File: config.mk
export PLATFORM = sky130hd
export DESIGN_NAME = vector_lane
export DESIGN_NICKNAME = d
export VERILOG_FILES = /design/src/vector_isa_pkg.sv /design/src/lane_pkg.sv /design/src/arithmetic_unit.sv /design/src/divide_unit.sv /design/src/mask_unit.sv /design/src/multiply_unit.sv /design/src/vector_lane.sv
export SDC_FILE = /design/constraint.sdc
export NUM_CORES = 2
export LEC_CHECK = 0
export BUFFER_PORTS_ARGS = -buffer_cell sky130_fd_sc_hd__buf_2
export CAP_MARGIN = 20
export CORE_MARGIN = 2
export CORE_UTILIZATION = 44
export CTS_CLUSTER_SIZE = 8
export DETAILED_ROUTE_END_ITERATION = 7
export PLACE_DENSITY = 0.6
export SLEW_MARGIN = 30
export SYNTH_ARGS = -nofsm -noshare
export SYNTH_HDL_FRONTEND = slang
export SYNTH_SLANG_ARGS = --single-unit
File: constraint.sdc
create_clock -name CLK -period 20.8 [get_ports CLK]
set_input_delay 2.08 -clock CLK [delete_from_list [all_inputs] [get_ports CLK]]
set_output_delay 2.08 -clock CLK [all_outputs]
set_load 0.03 [all_outputs]
File: src/vector_isa_pkg.sv
package vector_isa_pkg;

  // one vector element, rv32
  typedef logic [31:0] word_t;

  // shift amounts and divider step count
  typedef logic [4:0] bit_idx_t;

  // op code, meaning depends on the unit selected
  typedef logic [3:0] op_t;

  // functional unit select
  typedef enum logic [2:0] {
    IDLE  = 3'd0,  // no operation, spacer
    ARITH = 3'd1,
    RED   = 3'd2,  // reduction step, always an add
    MUL   = 3'd3,
    DIV   = 3'd4,
    MASK  = 3'd5
  } fu_type_t;

  // arithmetic unit ops
  localparam op_t ADD = 4'h0;
  localparam op_t SUB = 4'h1;
  localparam op_t AND = 4'h2;
  localparam op_t OR  = 4'h3;
  localparam op_t XOR = 4'h4;
  localparam op_t SLL = 4'h5;
  localparam op_t SRL = 4'h6;
  localparam op_t MIN = 4'h7;  // unsigned
  localparam op_t MAX = 4'h8;  // unsigned

  // multiply unit, low word only
  localparam op_t MUL_LO = 4'h0;

  // divide unit
  localparam op_t DIVU = 4'h0;
  localparam op_t REMU = 4'h1;

  // mask unit
  localparam op_t MAND  = 4'h0;
  localparam op_t MOR   = 4'h1;
  localparam op_t MXOR  = 4'h2;
  localparam op_t MANDN = 4'h3;  // vs1 and not vs2
  localparam op_t MPOPC = 4'h4;  // popcount of vs2

endpackage

File: src/lane_pkg.sv
package lane_pkg;

  // one element operation into the lane, held as a level by the driver
  typedef struct packed {
    vector_isa_pkg::fu_type_t fu_type;  // which unit
    vector_isa_pkg::op_t      op;       // per-unit op code
    vector_isa_pkg::word_t    vs1;      // accumulator for reductions, dividend
    vector_isa_pkg::word_t    vs2;      // divisor, popcount source
  } lane_req_t;

  // lane result and status, 35 bits
  typedef struct packed {
    vector_isa_pkg::word_t result;
    logic                  done;       // result is a completed element
    logic                  busy;       // divider running
    logic                  exception;  // divide by zero, with done
  } lane_out_t;

endpackage

File: src/arithmetic_unit.sv
`timescale 1ns/1ps

module arithmetic_unit (
  input  vector_isa_pkg::op_t   op,
  input  vector_isa_pkg::word_t vs1,
  input  vector_isa_pkg::word_t vs2,
  input  logic                  red,   // reduction step
  output vector_isa_pkg::word_t wdata
);

  vector_isa_pkg::bit_idx_t shamt;
  vector_isa_pkg::word_t    sum;
  vector_isa_pkg::word_t    diff;
  logic                     lt;

  assign shamt = vs2[4:0];  // only low 5 bits count
  assign sum   = vs1 + vs2;
  assign diff  = vs1 - vs2;
  assign lt    = vs1 < vs2;  // unsigned compare for min/max

  always_comb begin
    if (red) begin
      // one step of a sum reduction, vs1 carries the running total
      wdata = sum;
    end else begin
      case (op)
        vector_isa_pkg::ADD: wdata = sum;
        vector_isa_pkg::SUB: wdata = diff;
        vector_isa_pkg::AND: wdata = vs1 & vs2;
        vector_isa_pkg::OR:  wdata = vs1 | vs2;
        vector_isa_pkg::XOR: wdata = vs1 ^ vs2;
        vector_isa_pkg::SLL: wdata = vs1 << shamt;
        vector_isa_pkg::SRL: wdata = vs1 >> shamt;  // logical
        vector_isa_pkg::MIN: wdata = lt ? vs1 : vs2;
        vector_isa_pkg::MAX: wdata = lt ? vs2 : vs1;
        default:             wdata = '0;  // undefined op codes
      endcase
    end
  end

endmodule

File: src/divide_unit.sv
`timescale 1ns/1ps

module divide_unit (
  input  logic                  CLK,
  input  logic                  nRST,
  input  logic                  start,     // one-cycle pulse from the lane
  input  logic                  rem_sel,   // 1 = remainder, 0 = quotient
  input  vector_isa_pkg::word_t dividend,
  input  vector_isa_pkg::word_t divisor,
  output vector_isa_pkg::word_t wdata,
  output logic                  done,
  output logic                  busy,
  output logic                  div_zero
);

  typedef enum logic [1:0] {
    IDLE,
    RUN,     // 32 shift-subtract steps
    FINISH   // result valid for one cycle
  } div_state_t;

  div_state_t               state_q;
  vector_isa_pkg::bit_idx_t count_q;  // step number inside RUN

  vector_isa_pkg::word_t rem_q;   // partial remainder
  vector_isa_pkg::word_t quo_q;   // dividend shifts out, quotient shifts in
  vector_isa_pkg::word_t dvsr_q;
  logic                  rem_sel_q;
  logic                  zero_q;   // divisor was zero at start

  logic [32:0] shifted;  // remainder with next dividend bit
  logic [32:0] trial;    // shifted minus divisor
  logic        fits;     // trial not negative

  assign shifted = {rem_q, quo_q[31]};
  assign trial   = shifted - {1'b0, dvsr_q};
  assign fits    = ~trial[32];

  // control
  always_ff @(posedge CLK or negedge nRST) begin
    if (!nRST) begin
      state_q <= IDLE;
      count_q <= '0;
    end else begin
      case (state_q)
        IDLE: begin
          if (start) begin
            state_q <= RUN;
            count_q <= '0;
          end
        end
        RUN: begin
          count_q <= count_q + 5'd1;
          if (count_q == 5'd31) state_q <= FINISH;  // last step done
        end
        FINISH:  state_q <= IDLE;
        default: state_q <= IDLE;
      endcase
    end
  end

  // datapath, start is ignored outside IDLE
  always_ff @(posedge CLK) begin
    if (state_q == IDLE && start) begin
      rem_q     <= '0;
      quo_q     <= dividend;
      dvsr_q    <= divisor;
      rem_sel_q <= rem_sel;
      zero_q    <= (divisor == '0);
    end else if (state_q == RUN) begin
      // restoring step, keep the trial only if it fits
      rem_q <= fits ? trial[31:0] : shifted[31:0];
      quo_q <= {quo_q[30:0], fits};
    end
  end

  // zero divisor: every trial fits, so the loop itself leaves
  // all ones in the quotient and the dividend in the remainder
  assign wdata    = rem_sel_q ? rem_q : quo_q;
  assign busy     = (state_q == RUN);
  assign done     = (state_q == FINISH);
  assign div_zero = done & zero_q;  // only flagged with done

endmodule

File: src/mask_unit.sv
`timescale 1ns/1ps

module mask_unit (
  input  vector_isa_pkg::op_t   op,
  input  vector_isa_pkg::word_t vs1,
  input  vector_isa_pkg::word_t vs2,
  output vector_isa_pkg::word_t wdata
);

  vector_isa_pkg::word_t popc;  // set bits in vs2

  // population count, plain adder chain
  always_comb begin
    popc = '0;
    for (int i = 0; i < 32; i++) begin
      popc = popc + {31'd0, vs2[i]};
    end
  end

  // one mask bit per element
  always_comb begin
    case (op)
      vector_isa_pkg::MAND:  wdata = vs1 & vs2;
      vector_isa_pkg::MOR:   wdata = vs1 | vs2;
      vector_isa_pkg::MXOR:  wdata = vs1 ^ vs2;
      vector_isa_pkg::MANDN: wdata = vs1 & ~vs2;
      vector_isa_pkg::MPOPC: wdata = popc;
      default:               wdata = '0;
    endcase
  end

endmodule

File: src/multiply_unit.sv
`timescale 1ns/1ps

module multiply_unit #(
  parameter int MUL_STAGES = 2  // 1..4
) (
  input  logic                  CLK,
  input  logic                  nRST,
  input  logic                  start,    // issue one item this cycle
  input  vector_isa_pkg::word_t vs1,
  input  vector_isa_pkg::word_t vs2,
  output vector_isa_pkg::word_t wdata,
  output logic                  done,
  output logic                  mul_wait  // something still in flight
);

  logic [MUL_STAGES-1:0] valid_q;  // one valid bit per stage
  vector_isa_pkg::word_t a_q, b_q;  // stage 0 operands
  vector_isa_pkg::word_t prod;

  // valid chain, shifts every cycle so items can go back to back
  always_ff @(posedge CLK or negedge nRST) begin
    if (!nRST) begin
      valid_q <= '0;
    end else begin
      valid_q[0] <= start;
      for (int i = 1; i < MUL_STAGES; i++) begin
        valid_q[i] <= valid_q[i-1];
      end
    end
  end

  // operands only captured on issue
  always_ff @(posedge CLK) begin
    if (start) begin
      a_q <= vs1;
      b_q <= vs2;
    end
  end

  assign prod = a_q * b_q;  // low 32 bits of the product

  // product stages after the operand stage
  if (MUL_STAGES == 1) begin : g_single
    assign wdata = prod;  // result straight out of stage 0
  end else begin : g_pipe
    vector_isa_pkg::word_t data_q [1:MUL_STAGES-1];

    always_ff @(posedge CLK) begin
      data_q[1] <= prod;
      for (int i = 2; i < MUL_STAGES; i++) begin
        data_q[i] <= data_q[i-1];
      end
    end

    assign wdata = data_q[MUL_STAGES-1];
  end

  assign done = valid_q[MUL_STAGES-1];  // last stage holds a finished item

  // any item not yet at the output
  always_comb begin
    mul_wait = 1'b0;
    for (int i = 0; i < MUL_STAGES - 1; i++) begin
      mul_wait = mul_wait | valid_q[i];
    end
  end

endmodule

File: src/vector_lane.sv
`timescale 1ns/1ps

module vector_lane #(
  parameter int MUL_STAGES = 2  // multiplier pipeline depth
) (
  input  logic                CLK,
  input  logic                nRST,
  input  lane_pkg::lane_req_t req,
  output lane_pkg::lane_out_t out,
  output logic                mul_wait
);

  // unit selects
  logic sel_arith, sel_red, sel_mul, sel_div, sel_mask;

  // divider start edge
  logic div_sel_q;    // DIV selected last cycle
  logic div_done_q;   // divider finished last cycle
  logic start_div;

  // unit outputs
  vector_isa_pkg::word_t wdata_a, wdata_mu, wdata_du, wdata_m;
  logic done_mu;
  logic done_du, busy_du, div_zero;

  assign sel_arith = (req.fu_type == vector_isa_pkg::ARITH);
  assign sel_red   = (req.fu_type == vector_isa_pkg::RED);
  assign sel_mul   = (req.fu_type == vector_isa_pkg::MUL);
  assign sel_div   = (req.fu_type == vector_isa_pkg::DIV);
  assign sel_mask  = (req.fu_type == vector_isa_pkg::MASK);

  always_ff @(posedge CLK or negedge nRST) begin
    if (!nRST) begin
      div_sel_q  <= 1'b0;
      div_done_q <= 1'b0;
    end else begin
      div_sel_q  <= sel_div;
      div_done_q <= done_du;
    end
  end

  // rising edge of DIV, or DIV still held right after a finish
  assign start_div = (sel_div & ~div_sel_q) | (sel_div & div_done_q);

  arithmetic_unit u_arith (
    .op    (req.op),
    .vs1   (req.vs1),
    .vs2   (req.vs2),
    .red   (sel_red),
    .wdata (wdata_a)
  );

  multiply_unit #(
    .MUL_STAGES (MUL_STAGES)
  ) u_mul (
    .CLK      (CLK),
    .nRST     (nRST),
    .start    (sel_mul),  // a new item every cycle MUL is held
    .vs1      (req.vs1),
    .vs2      (req.vs2),
    .wdata    (wdata_mu),
    .done     (done_mu),
    .mul_wait (mul_wait)
  );

  divide_unit u_div (
    .CLK      (CLK),
    .nRST     (nRST),
    .start    (start_div),
    .rem_sel  (req.op == vector_isa_pkg::REMU),
    .dividend (req.vs1),
    .divisor  (req.vs2),
    .wdata    (wdata_du),
    .done     (done_du),
    .busy     (busy_du),
    .div_zero (div_zero)
  );

  mask_unit u_mask (
    .op    (req.op),
    .vs1   (req.vs1),
    .vs2   (req.vs2),
    .wdata (wdata_m)
  );

  // result select, multiplier first, then divider, then the
  // combinational units
  always_comb begin
    out.result    = '0;
    out.done      = 1'b0;
    out.exception = 1'b0;
    out.busy      = busy_du;  // only the divider holds the lane busy
    if (done_mu) begin
      out.result = wdata_mu;
      out.done   = 1'b1;
    end else if (done_du) begin
      out.result    = wdata_du;
      out.done      = 1'b1;
      out.exception = div_zero;
    end else if (mul_wait) begin
      // multiplier owns the mux, arith/mask requests are dropped
      out.result = wdata_mu;
    end else if (sel_arith | sel_red) begin
      out.result = wdata_a;
      out.done   = 1'b1;
    end else if (sel_mask) begin
      out.result = wdata_m;
      out.done   = 1'b1;
    end
  end

endmodule
* After elaboration in Yosys (flattened, before gate mapping)
Memory sizes are Yosys's and may differ from the RTL's.
Index checks and enable logic that the tools add are counted.
** Word-level totals
- Flip-flop bits (word level) :: 173
- Output and inout bits :: 36
- Input bits :: 73
- Memory bits (writable) :: 32
- Memories :: 1
** Cells by class
- Multiply operators :: 1
- Reduce and logical (&&, ||, !) cells :: 8
- Magnitude comparators :: 1
- Bitwise logic cells :: 12
- Muxes and demuxes :: 22
- Equal/unequal tests :: 18
- Shifts and indexed selects :: 2
- Add/sub/neg operators :: 35
** Memories
- u_mul.g_pipe.data_q :: depth 1, bits a word 32, rd ports 1, clocked after memory_dff 0, write ports 1, line multiply_unit.sv:46 : vector_isa_pkg::word_t data_q [1:MUL_STAGES-1];
** Operator list (count)
- $add 32x1->32 :: 30
- $pmux 32 s9 :: 1
- $mux 32 :: 8
- $pmux 32 s5 :: 1
- $mux 33 :: 4
- $and 32x32->32 :: 2
- $sub 33x32->33 :: 1
- $add 32x32->32 :: 1
- $logic_not 32->1 :: 1
- $lt 32x32->1 :: 1
- $mul 32x32->32 :: 1
- $not 32->32 :: 1
- $or 32x32->32 :: 1
- $shl 32x5->32 :: 1
- $shr 32x5->32 :: 1
- $sub 32x32->32 :: 1
- $xor 32x32->32 :: 1
- $eq 4x3->1 const B :: 4
- $pmux 5 s2 :: 1
- $eq 4x2->1 const B :: 2
- $eq 3x2->1 const B :: 2
- $eq 3x3->1 const B :: 2
- $add 5x1->5 const B :: 1
- $eq 5x5->1 const B :: 1
- other kinds (19) :: 29

* Longest topological paths before layout
- Word-level depth :: 37
- Mapped depth :: 28
- Gate-level depth less buffers :: 26

* Cells and area by module
From an unflattened synthesis, not the netlist that was laid out.
** Unflattened totals
- Cells, all modules :: 4468
- Area, all modules :: 38440.6 um^2
** Modules (own cells, without submodules)
- multiply_unit :: cells each 1809, area an instance 18417.7 um^2, times used 1, sequential area each 2612.5 um^2
- arithmetic_unit :: cells each 1458, area an instance 9586.7 um^2, times used 1, sequential area each 0.0 um^2
- divide_unit :: cells each 674, area an instance 6422.4 um^2, times used 1, sequential area each 2797.7 um^2
- mask_unit :: cells each 353, area an instance 2502.4 um^2, times used 1, sequential area each 0.0 um^2
- vector_lane :: cells each 174, area an instance 1511.4 um^2, times used 1, sequential area each 50.0 um^2

* Least setup slack after synthesis
No wires, ideal clock.
- Kind :: input-to-output
- Start :: input port req[1] (netlist name)
- End :: output port out[5] (netlist name)
- Data arrival time :: 7.902 ns
- Cell stages on the path :: 19
- Path slack :: 10.818 ns
- Cell sequence :: clkbuf_1 inv_1 clkbuf_1 clkbuf_1 ha_1 inv_1 fa_1 fa_1 fa_1 fa_1 fa_1 fa_1 fa_1 fa_1 xnor2_1 a222oi_1 a21oi_1 nor2_1 a21oi_1
** RTL lines
- from (decl) :: line vector_lane.sv:8 : input lane_pkg::lane_req_t req,
- to (decl) :: line vector_lane.sv:9 : output lane_pkg::lane_out_t out,

==> results.md <==
- Initial antenna violation count: 5
- Post-CTS Setup Repair Bufs: 0
- PortBufs: approximately 110
- CP max stage cell: fa_1
- Initial Utilization: 44.6%
- NetSw: approximately 3800 µW
- Commonest cells after routing, fill and taps aside: inv_1, fa_1, nand2_1
- Critical Path Most Common Cell: fa_1
- Vias per cell: just over 6
- CTS Hold Bufs: 0
- First-pass GRT wire length: approximately 230000 µm
- Io pins: about 110
- Period utilisation layout: ~49%
- H-Tree Depth: 1
- Asr flop ratio synth: 5.37%
- Gates resized, CTS repair: 0
- Crit-path max FO: 49
- Share of cells above drive strength 1: roughly 7.9%
- Rows: 104
- Arrival time worst endpoint: just over 8 ns
- Max Slew Vio Count: 0
- Peak supply drop: roughly 360 µV
- Crit path time final: between 10 and 15 ns
- Avg WL per Cell: between 30 and 40 µm
- Max Cap Viol: 0
- Yosys synthesis warning count: 0
- DR DRC count: 0
- Synth Area per Inst: about 8.5 µm²
- Clk pin slew, worst setup/hold paths: roughly 0.05 ns
- Clk_lat worst skew: 0.63 ns
- Initial DRC count: between 3000 and 4000
- Root Buffer Master: clkbuf_16
- Crit path largest cell delay: 0.53 ns
- Yosys reg bits: 205
- Largest net degree at the start of global routing: 73
- RSZ-0062 raised after global routing: false
- Slew @ Worst Pin: around 1.2 ns
- CTS buffer count: 30
- Clock sink count: just over 200
- Post-DP HPWL: ~130000 µm
- Min-delay worst type: flip-flop to flip-flop
- Final Hold Fails: 0
- Cell variety after synth: just over 100
- Seq pwr share: 10.4%
- Maximum root-to-sink buffer count: 3
- Die height: between 200 and 300 µm
- Sum Neg Setup Slack: 0 ns
- # fillers: approximately 8000
- R2R depth: 24
- Primary FF master, synth: edfxtp_1
- Routed via count: about 33000
- Critical Path RT: around 19 ns
- Routability cong.: 1.02
- Routed Antenna Nets: 0
- Clk pwr share: approximately 6.4%
- Final WL: 160000 µm
- Area Growth Syn to Fin: 6.86%
- Status: finished clean
- Sequential share of the synthesized area: roughly 15%
- Syn Inst Count: 4209
- Slew margin rel.: approximately a fifth
- Pwr per Cell Area: 194 nW/µm²
- Die width: 290 µm
- Start point of the worst hold path: u_div.rem_q[2]
- Crit path from: req[0]
- Combinational power share: just over 80%
- GR Util All Layers: 37.8%
- Switching part of the total power: 50.5%
- First-pass iteration count of the detailed router: 6
- Overall Power: 7440 µW
- Max Clock Skew: 0.0348 ns
- Lkg Pwr: 0.0172 µW
- Net count, final: 4955
- CTS tree: built
- Global route total overflow: 0
- Hold depth: 2
- Worst Setup Path Type: input pin to output pin
- CP Capture Type: output pin
- P_int: about 3700 µW
- Number of synthesized flops with an enable pin: 130
- F_max: roughly 100 MHz
- Commonest non-fill, non-tap cell in the layout: inv_1
- Core Region: approximately 81000 µm²
- CP cell instances: buf_4 -> inv_1 -> ha_1 -> inv_1 -> fa_1 -> fa_1 -> fa_1 -> fa_1 -> fa_1 -> fa_1 -> fa_1 -> fa_1 -> inv_1 -> a21o_1 -> a21oi_1 -> xnor2_1 -> a21oi_1 -> o221ai_1 -> o221a_2 -> buf_2
- # setup viols final: 0
- DIE AREA: roughly 84000 µm²
- Crit path launch type: input pin
- Vias in the first global route: around 33000
- Syn Std Cell Area: between 30000 and 40000 µm²
- RR Startpoint: u_mul.a_q[7]
- Synthesized Nets: between 4000 and 5000
==> worst paths after layout <==
kind                       slack (ns)                          to
max                             10.59                      out[7]
min                              0.49              u_div.rem_q[2]
max reg2reg                     12.64  u_mul.g_pipe.data_q[1][31]
min reg2reg                      0.49              u_div.rem_q[2]
max in group asynchronous       19.24            u_mul.valid_q[1]
min in group asynchronous        1.35            u_div.count_q[0]
==> power groups by stage <==
stage | Combinational, µW | Clock [µW] | Sequential (µW)
2_1_floorplan | 4580 | 0 | 718
3_3_place_gp | 6130 | 0 | 776
3_5_place_dp | 6060 | 0 | 777
4_1_cts | 6210 | 483 | 771
5_1_grt | 6940 | 498 | 783
6_report | 6180 | 478 | 775
==> registers in the layout, indices dropped and copies added (netlist names) <==
register / cells
u_div.dvsr_q: 32
u_div.quo_q: 32
u_div.rem_q: 32
u_mul.a_q: 32
u_mul.b_q: 32
u_mul.g_pipe.data_q: 32
u_div.count_q: 5
u_div.state_q: 2
u_mul.valid_q: 2
div_done_q: 1
div_sel_q: 1
u_div.rem_sel_q: 1
u_div.zero_q: 1
==> worst max-delay path: cells and delay by family <==
family	cells	cell delay, ns
AO/OA/AOI/OAI	5	0.66
XOR/XNOR	1	0.20
adder cells (fa/ha/maj)	9	4.09
buffers and inverters	5	1.07
==> metrics by stage <==
| stage | worst slack [ns] | area (µm²) | hold slack (ns) | util (%) | cells |
|---|---|---|---|---|---|
| 4_1_cts | 10.61 | 38400 | 0.494 | 47.6 | 5267 |
| 3_3_place_gp | 10.66 | 37400 | 0.486 | 46.4 | 5208 |
| 3_5_place_dp | 10.63 | 37500 | 0.488 | 46.5 | 5211 |
| 6_report | 10.59 | 38400 | 0.492 | 47.6 | 5274 |
| 5_1_grt | 10.33 | 38400 | 0.519 | 47.6 | 5268 |
| 2_1_floorplan | 10.82 | 35900 | 0.454 | - | 4209 |
==> cells in the mapped netlist, types with 10 or more instances <==
| cell | count | area share (%) |
|---|---|---|
| dfxtp_1 | 64 | 3.6 |
| nand2b_1 | 25 | 0.44 |
| a21o_1 | 47 | 0.98 |
| dfrtp_1 | 11 | 0.77 |
| o31ai_1 | 10 | 0.21 |
| a211oi_1 | 39 | 0.81 |
| o22ai_1 | 38 | 0.66 |
| edfxtp_1 | 130 | 11 |
| a221o_1 | 19 | 0.53 |
| ha_1 | 263 | 9.2 |
| o211ai_1 | 19 | 0.40 |
| o21ai_1 | 19 | 0.26 |
| inv_1 | 552 | 5.8 |
| a21oi_1 | 223 | 3.1 |
| o221ai_1 | 26 | 0.63 |
| nor4_1 | 25 | 0.44 |
| or3_1 | 22 | 0.38 |
| o21bai_1 | 22 | 0.46 |
| a211o_1 | 13 | 0.32 |
| buf_2 | 31 | 0.43 |
| xnor2_1 | 125 | 3.0 |
| mux2_2 | 27 | 0.85 |
| a31oi_1 | 30 | 0.52 |
| a221oi_1 | 42 | 1.0 |
| o21a_1 | 24 | 0.50 |
| nor3_1 | 57 | 0.79 |
| xor2_1 | 31 | 0.76 |
| nand3_1 | 34 | 0.47 |
| nor2_1 | 227 | 2.4 |
| mux2i_1 | 106 | 3.0 |
| o21ai_0 | 224 | 3.1 |
| nand4_1 | 16 | 0.28 |
| a22oi_1 | 44 | 0.92 |
| nor2b_1 | 19 | 0.33 |
| and2_1 | 349 | 6.1 |
| fa_1 | 435 | 24 |
| clkbuf_1 | 188 | 2.0 |
| a2111oi_0 | 10 | 0.24 |
| buf_1 | 19 | 0.20 |
| nand2_1 | 435 | 4.5 |
==> cells by family after synthesis <==
group,after synthesis,share of synthesized area [%]
simple gates,1252,17.0
compound gates,943,17.4
buf+inv,812,8.83
flops,205,15.2
xor+xnor,156,3.80
fa+ha+maj,698,33.4
mux,143,4.42
==> area by class of cell <==
| cell class | count | area (µm²) | share of cell area (%) |
|---|---|---|---|
| tap | 1060 | 1330 | 3.45 |
| timing repair buffer | 194 | 1210 | 3.15 |
| sequential | 205 | 5460 | 14.2 |
| multi-input combinational | 3192 | 27400 | 71.3 |
| clock inverter | 2 | 35.0 | 0.0912 |
| inverter | 561 | 2110 | 5.48 |
| antenna | 6 | 15.0 | 0.0391 |
| clock buffer | 54 | 861 | 2.24 |
==> metal layers <==
layer  wire (µm)  part of all wire, %  track usage (%)  vias to the layer above
li1            -                    -                -                    14101
met1       62800                   39             48.7                    16291
met2       70000                   44             58.2                     1808
met3       13100                  8.2             5.52                      474
met4       14400                  9.0             27.5                        0
met5           0                    0                0                        -
(Power assumes the default switching activity.)
